### config.mk
export PLATFORM = sky130hd
export DESIGN_NAME = led_panel_top
export DESIGN_NICKNAME = d
export VERILOG_FILES = /design/src/logic/panel_pkg.sv /design/src/logic/drv_pkg.sv /design/src/logic/bitplane_slicer.sv /design/src/logic/slice_fifo.sv /design/src/logic/driver_main_controller.sv /design/src/logic/led_panel_top.sv
export VERILOG_INCLUDE_DIRS = /design/src /design/src/include
export SDC_FILE = /design/constraint.sdc
export NUM_CORES = 2
export LEC_CHECK = 0
export CORE_AREA = 2 2 573 575
export CTS_CLUSTER_SIZE = 40
export DETAILED_ROUTE_END_ITERATION = 12
export DIE_AREA = 0 0 575 577
export DONT_BUFFER_PORTS = 1
export GPL_TIMING_DRIVEN = 0
export PLACE_DENSITY = 0.68
export RECOVER_POWER = 100
export SLEW_MARGIN = 20
export SYNTH_ARGS = -nofsm -noshare
export SYNTH_HDL_FRONTEND = slang
export SYNTH_SLANG_ARGS = --single-unit
### constraint.sdc
create_clock -name clk_33 -period 38.1 [get_ports clk_33]
set_input_delay 7.62 -clock clk_33 [delete_from_list [all_inputs] [get_ports clk_33]]
set_output_delay 7.62 -clock clk_33 [all_outputs]
set_load 0.03 [all_outputs]
### src/include/drivers_conf.svh
`ifndef DRIVERS_CONF_SVH
`define DRIVERS_CONF_SVH

// Boot-time function-control word
// Shifted MSB first on every lane after FCWRTEN
// Latched by WRTFC on its last 5 bits
localparam logic [CONF_BITS-1:0] DRV_CONF_DEFAULT = 48'h9600_7F7F_7F04;

`endif

### src/logic/panel_pkg.sv
package panel_pkg;

   // Panel geometry
   // Parallel driver chains sharing SCLK, GCLK and LAT
   localparam int LANES = 30;
   // Gray depth of one color
   localparam int GRAY_BITS = 16;
   // Driver shift register length, one segment of slices
   localparam int SEG_BITS = 48;

   // One SIN bit per lane, shifted on a single SCLK edge
   typedef logic [LANES-1:0] slice_t;

   // Gray values of one LED
   // Red sits in the top bits so the flat vector reads red, green, blue MSB first
   typedef struct packed {
      logic [GRAY_BITS-1:0] red;
      logic [GRAY_BITS-1:0] green;
      logic [GRAY_BITS-1:0] blue;
   } rgb_t;

   // One LED position on every lane
   // Payload of the pixel port, 1440 bits
   typedef struct packed {
      rgb_t [LANES-1:0] lane;
   } led_group_t;

endpackage

### src/logic/drv_pkg.sv
package drv_pkg;

   // Controller states
   // Boot goes STALL, CONFIG, WAIT_SYNC, then STREAM until reset
   typedef enum logic [1:0] {
      STALL,
      CONFIG,
      WAIT_SYNC,
      STREAM
   } drv_state_t;

   // LAT commands, told apart by SCLK edges seen with LAT high
   typedef enum logic [2:0] {
      NO_LAT,
      FCWRTEN,
      WRTFC,
      WRTGS,
      LATGS
   } lat_cmd_t;

   // SCLK edges with LAT high per command
   localparam int FCWRTEN_EDGES = 15;
   localparam int WRTFC_EDGES = 5;
   localparam int WRTGS_EDGES = 1;
   localparam int LATGS_EDGES = 3;

   // Function-control word length
   localparam int CONF_BITS = 48;

   `include "drivers_conf.svh"

   // Run length of LAT for a command
   function automatic int lat_edges(lat_cmd_t cmd);
      case (cmd)
         FCWRTEN: return FCWRTEN_EDGES;
         WRTFC:   return WRTFC_EDGES;
         WRTGS:   return WRTGS_EDGES;
         LATGS:   return LATGS_EDGES;
         default: return 0;
      endcase
   endfunction

endpackage

### src/logic/bitplane_slicer.sv
`timescale 1ns/100ps

module bitplane_slicer (
   input  logic                  clk_33,
   input  logic                  nrst,
   // Four-phase req/ack pixel port
   input  logic                  pix_req,
   input  panel_pkg::led_group_t pix_data,
   output logic                  pix_ack,
   // Slice FIFO write side
   output logic                  push,
   output panel_pkg::slice_t     push_data,
   input  logic                  full
);
   import panel_pkg::*;

   localparam int IDX_W = $clog2(SEG_BITS);

   // Group being sliced
   led_group_t group;
   // Current bit plane with 0 as red MSB
   logic [IDX_W-1:0] bit_idx;
   // Slices of the held group still to push
   logic busy;
   // New request seen while idle
   logic take;

   assign take = pix_req && !pix_ack;

   // One slice per cycle unless the FIFO is full
   assign push = busy && !full;

   // Same flat bit of every lane's rgb_t
   // Index 0 picks bit 47 as the red MSB
   always_comb begin
      for (int l = 0; l < LANES; l++) begin
         push_data[l] = group.lane[l][IDX_W'(SEG_BITS - 1) - bit_idx];
      end
   end

   // Group capture
   always_ff @(posedge clk_33) begin
      if (take) begin
         group <= pix_data;
      end
   end

   always_ff @(posedge clk_33 or negedge nrst) begin
      if (!nrst) begin
         pix_ack <= 1'b0;
         busy    <= 1'b0;
         bit_idx <= '0;
      end else begin
         if (take) begin
            // Ack goes up with the capture
            pix_ack <= 1'b1;
            busy    <= 1'b1;
            bit_idx <= '0;
         end else if (push) begin
            if (bit_idx == IDX_W'(SEG_BITS - 1)) begin
               busy    <= 1'b0;
               bit_idx <= '0;
            end else begin
               bit_idx <= bit_idx + 1'b1;
            end
         end else if (pix_ack && !busy && !pix_req) begin
            // All slices out and req gone
            pix_ack <= 1'b0;
         end
      end
   end

   // Source holds pix_req until the ack is up
   assert property (@(posedge clk_33) disable iff (!nrst) $fell(pix_req) |-> pix_ack)
      else $error("pix_req dropped before pix_ack");

   // Source keeps data steady until the ack is seen
   assert property (@(posedge clk_33) disable iff (!nrst)
      pix_req && !pix_ack |=> $stable(pix_data))
      else $error("pix_data changed before pix_ack");

endmodule

### src/logic/slice_fifo.sv
`timescale 1ns/100ps

module slice_fifo #(
   parameter int FIFO_DEPTH = 64
) (
   input  logic              clk_33,
   input  logic              nrst,
   // Write side
   input  logic              push,
   input  panel_pkg::slice_t push_data,
   output logic              full,
   // Read side, show-ahead
   input  logic              pop,
   output panel_pkg::slice_t pop_data,
   output logic              empty
);
   import panel_pkg::*;

   localparam int ADDR_W = $clog2(FIFO_DEPTH);

   // Storage
   slice_t mem [0:FIFO_DEPTH-1];

   // Pointers carry one wrap bit above the address
   logic [ADDR_W:0] wr_ptr;
   logic [ADDR_W:0] rd_ptr;

   // Same address and same wrap means empty
   assign empty = (wr_ptr == rd_ptr);
   // Same address, opposite wrap means full
   assign full = (wr_ptr[ADDR_W] != rd_ptr[ADDR_W]) &&
                 (wr_ptr[ADDR_W-1:0] == rd_ptr[ADDR_W-1:0]);

   // Head slice, valid while not empty
   assign pop_data = mem[rd_ptr[ADDR_W-1:0]];

   always_ff @(posedge clk_33) begin
      if (push) begin
         mem[wr_ptr[ADDR_W-1:0]] <= push_data;
      end
   end

   // Push and pop may land on the same edge
   always_ff @(posedge clk_33 or negedge nrst) begin
      if (!nrst) begin
         wr_ptr <= '0;
         rd_ptr <= '0;
      end else begin
         if (push) begin
            wr_ptr <= wr_ptr + 1'b1;
         end
         if (pop) begin
            rd_ptr <= rd_ptr + 1'b1;
         end
      end
   end

   // Producer respects full
   assert property (@(posedge clk_33) disable iff (!nrst) push |-> !full)
      else $error("push into full slice FIFO");

   // Consumer respects empty
   assert property (@(posedge clk_33) disable iff (!nrst) pop |-> !empty)
      else $error("pop from empty slice FIFO");

endmodule

### src/logic/driver_main_controller.sv
`timescale 1ns/100ps

module driver_main_controller #(
   parameter int BLANKING_TIME = 80,
   parameter int SEG_PER_FRAME = 9
) (
   input  logic              clk_33,
   input  logic              nrst,
   // Frame start pulse
   input  logic              frame_sync,
   // Slice FIFO read side
   output logic              pop,
   input  panel_pkg::slice_t pop_data,
   input  logic              empty,
   // Driver chain outputs
   output logic              driver_sclk,
   output logic              driver_gclk,
   output logic              driver_lat,
   output panel_pkg::slice_t drivers_sin
);
   import panel_pkg::*;
   import drv_pkg::*;

   // FCWRTEN edges then the configuration word
   localparam int CFG_EDGES = FCWRTEN_EDGES + CONF_BITS;
   localparam int BLANK_W = $clog2(BLANKING_TIME + 1);
   localparam int BIT_W = $clog2(SEG_BITS);
   localparam int SEG_W = $clog2(SEG_PER_FRAME + 1);

   drv_state_t state;
   // Bit position inside CONFIG
   logic [5:0] cfg_phase;
   // Configuration bit for the current phase
   logic [5:0] conf_idx;
   // Blanking cycles done in this frame
   logic [BLANK_W-1:0] blank_cnt;
   // Frame bit counter as bit in segment and segment
   logic [BIT_W-1:0] seg_bit;
   logic [SEG_W-1:0] seg_idx;
   logic blanking;
   logic last_seg;
   // A bit goes out on SCLK this cycle
   logic bit_go;
   slice_t sin_next;
   // Command starting on the current bit
   lat_cmd_t issue;
   // Command sequencer
   lat_cmd_t lat_cmd;
   logic [3:0] lat_left;
   // Clock gate enables
   logic sclk_en;
   logic gclk_en;

   assign blanking = (blank_cnt < BLANK_W'(BLANKING_TIME));
   assign last_seg = (seg_idx == SEG_W'(SEG_PER_FRAME - 1));

   // Data bits leave only after blanking and only with a slice ready
   assign pop = (state == STREAM) && !blanking && !empty;
   // Every CONFIG cycle carries a bit
   assign bit_go = (state == CONFIG) || pop;

   // Phase 15 maps to bit 47
   assign conf_idx = 6'(CFG_EDGES - 1) - cfg_phase;

   // SIN source
   always_comb begin
      sin_next = '0;
      if (state == CONFIG) begin
         // FCWRTEN shifts zeros
         if (cfg_phase >= 6'(FCWRTEN_EDGES)) begin
            sin_next = {LANES{DRV_CONF_DEFAULT[conf_idx]}};
         end
      end else if (pop) begin
         sin_next = pop_data;
      end
   end

   // Command start points
   always_comb begin
      issue = NO_LAT;
      if (state == CONFIG) begin
         if (cfg_phase == '0) begin
            issue = FCWRTEN;
         end else if (cfg_phase == 6'(CFG_EDGES - WRTFC_EDGES)) begin
            // Last 5 bits of the word
            issue = WRTFC;
         end
      end else if (pop) begin
         if (last_seg && seg_bit == BIT_W'(SEG_BITS - LATGS_EDGES)) begin
            // Bits 45 to 47 of the last segment
            issue = LATGS;
         end else if (!last_seg && seg_bit == BIT_W'(SEG_BITS - 1)) begin
            issue = WRTGS;
         end
      end
   end

   // Main FSM and counters
   always_ff @(posedge clk_33 or negedge nrst) begin
      if (!nrst) begin
         state     <= STALL;
         cfg_phase <= '0;
         blank_cnt <= '0;
         seg_bit   <= '0;
         seg_idx   <= '0;
      end else begin
         case (state)
            STALL: begin
               state <= CONFIG;
            end
            CONFIG: begin
               cfg_phase <= cfg_phase + 1'b1;
               if (cfg_phase == 6'(CFG_EDGES - 1)) begin
                  state <= WAIT_SYNC;
               end
            end
            WAIT_SYNC: begin
               // Frame counters start clean
               blank_cnt <= '0;
               seg_bit   <= '0;
               seg_idx   <= '0;
               if (frame_sync) begin
                  state <= STREAM;
               end
            end
            STREAM: begin
               if (blanking) begin
                  blank_cnt <= blank_cnt + 1'b1;
               end else if (pop) begin
                  // Advance only on popped slices
                  if (seg_bit == BIT_W'(SEG_BITS - 1)) begin
                     seg_bit <= '0;
                     if (last_seg) begin
                        // Next frame opens with blanking
                        seg_idx   <= '0;
                        blank_cnt <= '0;
                     end else begin
                        seg_idx <= seg_idx + 1'b1;
                     end
                  end else begin
                     seg_bit <= seg_bit + 1'b1;
                  end
               end
            end
            default: begin
               state <= STALL;
            end
         endcase
      end
   end

   // LAT sequencer
   // LAT drops on the cycle after the last edge of a command
   always_ff @(posedge clk_33 or negedge nrst) begin
      if (!nrst) begin
         lat_cmd    <= NO_LAT;
         lat_left   <= '0;
         driver_lat <= 1'b0;
      end else begin
         if (issue != NO_LAT) begin
            lat_cmd    <= issue;
            lat_left   <= 4'(lat_edges(issue) - 1);
            driver_lat <= 1'b1;
         end else if (lat_cmd != NO_LAT) begin
            if (lat_left == '0) begin
               lat_cmd    <= NO_LAT;
               driver_lat <= 1'b0;
            end else if (bit_go) begin
               // High is held across FIFO stalls
               lat_left   <= lat_left - 1'b1;
               driver_lat <= 1'b1;
            end
         end
      end
   end

   // SIN and clock enables
   always_ff @(posedge clk_33 or negedge nrst) begin
      if (!nrst) begin
         sclk_en     <= 1'b0;
         gclk_en     <= 1'b0;
         drivers_sin <= '0;
      end else begin
         sclk_en     <= bit_go;
         gclk_en     <= (state == STREAM);
         drivers_sin <= sin_next;
      end
   end

   // Rising edges land mid-cycle on registered SIN and LAT
   assign driver_sclk = ~clk_33 & sclk_en;
   assign driver_gclk = ~clk_33 & gclk_en;

   // LAT only follows CONFIG or STREAM cycles
   assert property (@(posedge clk_33) disable iff (!nrst)
      driver_lat |-> $past(state == CONFIG || state == STREAM))
      else $error("LAT high outside CONFIG and STREAM");

   // Every LAT run opens on a clocked bit
   assert property (@(posedge clk_33) disable iff (!nrst) $rose(driver_lat) |-> sclk_en)
      else $error("LAT rose without an SCLK edge");

endmodule

### src/logic/led_panel_top.sv
`timescale 1ns/100ps

module led_panel_top #(
   parameter int SEG_PER_FRAME = 9,
   // GCLK budget of 512 minus the data edges
   parameter int BLANKING_TIME = 512 - SEG_PER_FRAME * panel_pkg::SEG_BITS,
   // Power of two
   parameter int FIFO_DEPTH = 64
) (
   input  logic                  clk_33,
   input  logic                  nrst,
   // Pixel port
   input  logic                  pix_req,
   input  panel_pkg::led_group_t pix_data,
   output logic                  pix_ack,
   // Frame start
   input  logic                  frame_sync,
   // Driver chains
   output logic                  driver_sclk,
   output logic                  driver_gclk,
   output logic                  driver_lat,
   output panel_pkg::slice_t     drivers_sin
);
   import panel_pkg::*;

   // Slicer to FIFO
   logic   push;
   slice_t push_data;
   logic   full;
   // FIFO to controller
   logic   pop;
   slice_t pop_data;
   logic   empty;

   // Groups in, bit planes out
   bitplane_slicer slicer_i (
      .clk_33    (clk_33),
      .nrst      (nrst),
      .pix_req   (pix_req),
      .pix_data  (pix_data),
      .pix_ack   (pix_ack),
      .push      (push),
      .push_data (push_data),
      .full      (full)
   );

   // Absorbs blanking and input gaps
   slice_fifo #(
      .FIFO_DEPTH (FIFO_DEPTH)
   ) fifo_i (
      .clk_33    (clk_33),
      .nrst      (nrst),
      .push      (push),
      .push_data (push_data),
      .full      (full),
      .pop       (pop),
      .pop_data  (pop_data),
      .empty     (empty)
   );

   // Boot config, then frames
   driver_main_controller #(
      .BLANKING_TIME (BLANKING_TIME),
      .SEG_PER_FRAME (SEG_PER_FRAME)
   ) ctrl_i (
      .clk_33      (clk_33),
      .nrst        (nrst),
      .frame_sync  (frame_sync),
      .pop         (pop),
      .pop_data    (pop_data),
      .empty       (empty),
      .driver_sclk (driver_sclk),
      .driver_gclk (driver_gclk),
      .driver_lat  (driver_lat),
      .drivers_sin (drivers_sin)
   );

endmodule

==> metrics.yaml <==
hpwl_um: 330000
status: "finished with violations"
wirelength_um: 439000
initial_core_util_pct: 40.8
max_clock_freq_mhz: 36.2
ys_warn_count: 0
synthArstFlopShare_pct: 2.52
critPathMaxFanout: 105
ios: 1478
cts_tree: "built"
globalplace.congestion: 0.960
worst_pin_slew_ns: 5.49
die_h_um: 577
drt-initial-drc-count: 8921
synthFlopType: "edfxtp_1"
p_leak_nw: 46.4
post_drt_wl_per_cell_um: 38.7
drive_above_1_share_pct: 23.5
cp-end-kind: "register"
maxCapViolations: 80
clk_pin_slew_ns: 0.06
firstDrtPassIters: 6
setup_viol: 0
hold_viol: 0
post_cts_resized: 0
peakVddDrop_uv: 63.6
finalCritPeriodShare_pct: 72.6
grt_pass1_vias: 67142
grt_overflow: 0
via_per_inst: 5.98
worstSetupPathType: "in -> reg"
slew_headroom_pct: -266
cts.hold.buffers_added: 0
ys_types: 67
port-buffer-count: 0
num_rows: 210
period_minus_slack_ns: 27.64
synth.avg_cell_area_um2: 22.3
core_region_area_um2: 326000
netlist_area_um2: 133000
hp-class: "reg -> reg"
clock_latency_ns: 1.09
final.setup.tns_ns: 0
synth_nets: 7432
slew_viol_final: 2390
grt_pass1_wl_um: 579000
antenna_found_initial: 117
area_delta_synth_final_pct: 14.5
startpoint_type: "primary input"
cts_setup_buffers: 0
power_density_nw_per_um2: 83.1
required_ns: 38.76
ys_seq_area_share_pct: 77.6
nets: 8094
die_x_um: 575
grtUsageTotal_pct: 25.9
violations: "capacitance limit, slew limit"
drc: 0
placed_cell_area_um2: 144000
die_area_um2: 332000
synth_seq_cells: 3447
via_count: 67893
synthCells: 5968
cp.arrival_ns: 28.30
synth_edf_count: 3360
drtAntennaViolNets: 0
grt_max_degree: 109
skew_ns: 0.0782
stdcell_area_um2: 152000
rsz0062_at_grt: "false"
-- worst paths after layout --
path	from	endpoint	slack, ns	cells past startpoint
max in group asynchronous	nrst	slicer_i.bit_idx[0]	31.59	0
setup / recovery	pix_req	slicer_i.group[1254]	10.46	8
setup reg to reg	slicer_i.pix_ack	slicer_i.group[1254]	16.35	8
hold reg to reg	fifo_i.wr_ptr[6]	fifo_i.wr_ptr[6]	0.50	1
min in group asynchronous	nrst	ctrl_i.seg_idx[0]	6.25	0
hold / removal	fifo_i.wr_ptr[6]	fifo_i.wr_ptr[6]	0.50	1
-- cells in the mapped netlist (all sizes together), types with 8 or more instances --
cell type	n	area (µm²)
a21oi	71	367
xor2	17	149
mux4	780	17600
o211ai	32	240
buf	204	1490
o21ai	84	420
or4	30	225
dfrtp	87	2180
mux2	94	1060
nand3	111	556
nand2	89	337
nor2	100	378
a22oi	90	676
edfxtp	3360	101000
ha	20	250
and2	8	50.1
mux2i	332	3320
o32ai	30	263
clkbuf	140	536
xnor2	12	105
nand3b	9	67.6
inv	42	158
o22ai	90	563
nor4	20	140
a31oi	35	219
nand4	11	68.8
-- final cells by class --
| type | count | area (µm²) |
|---|---|---|
| plain buffers | 344 | 2070 |
| repair buffers | 302 | 1620 |
| clock buffers | 436 | 9320 |
| fillers | 26703 | 174000 |
| clock inverters | 217 | 2430 |
| well taps | 4346 | 5440 |
| inverters | 42 | 158 |
| multi-input cells | 2135 | 27800 |
| diodes | 75 | 188 |
| flip-flops and latches | 3447 | 103000 |
-- layer usage --
layer	track usage [%]	part of all wire [%]
met2	42.6	48
met5	0	0.052
met4	10.2	5.2
met1	33.0	37
met3	6.69	10
-- sequential cells by signal, summed over array words and instances (netlist names), 3 cells and up --
| name | flops |
|---|---|
| ctrl_i.seg_bit | 6 |
| fifo_i.mem | 1920 |
| ctrl_i.drivers_sin | 30 |
| ctrl_i.seg_idx | 4 |
| ctrl_i.lat_cmd | 3 |
| slicer_i.bit_idx | 6 |
| ctrl_i.blank_cnt | 7 |
| fifo_i.wr_ptr | 7 |
| ctrl_i.lat_left | 4 |
| ctrl_i.cfg_phase | 6 |
| slicer_i.group | 1440 |
| fifo_i.rd_ptr | 7 |
-- power by group --
group          internal (W)  switching, W  leakage, nW  total (W)
clock network       0.00203       0.00149         5.69    0.00352
registers           0.00554      0.000100         31.7    0.00564
logic              0.000823       0.00265         9.02    0.00347
-- placed cells by master (no fill, tap or decap), types with 42 or more instances in the layout --
cell type / instances
clkbuf_16: 360
o21ai_0: 52
diode_2: 75
clkbuf_1: 459
dfrtp_1: 87
edfxtp_1: 3360
nand3_1: 111
nand2_1: 89
mux2i_1: 332
a21oi_1: 71
clkinv_2: 57
inv_1: 42
mux2_2: 73
nor2_1: 99
clkinv_1: 72
buf_2: 94
o22ai_1: 84
a22oi_1: 90
mux4_2: 780
-- kinds of logic after synthesis --
group	Yosys count	share of synthesized area (%)
buf+inv	386	1.64
mux	1206	16.5
xor+xnor	29	0.191
compound gates	452	2.21
fa+ha+maj	20	0.188
flops	3447	77.6
simple gates	428	1.63
-- stage by stage --
stage	hold WS (ns)	utilization, %	setup WS [ns]	std cells	power, W
detailed placement	0.494	44.2	11.00	10616	0.00971
global placement	0.483	42.4	4.58	10314	0.00945
global route	0.530	46.6	8.63	11304	0.0130
finish	0.503	46.7	10.46	11344	0.0126
floorplan	0.461	-	11.00	5968	0.00744
CTS	0.502	47.8	10.68	11269	0.0132
-- critical path: stages --
cell and delay [ns]:
nor2b_1 0.10, clkbuf_1 1.86, clkbuf_1 2.45, clkbuf_1 3.98, clkbuf_1 3.98, clkbuf_1 3.76
clkbuf_1 3.75, buf_16 0.32
No activity file was read; power rests on OpenSTA's default activity.
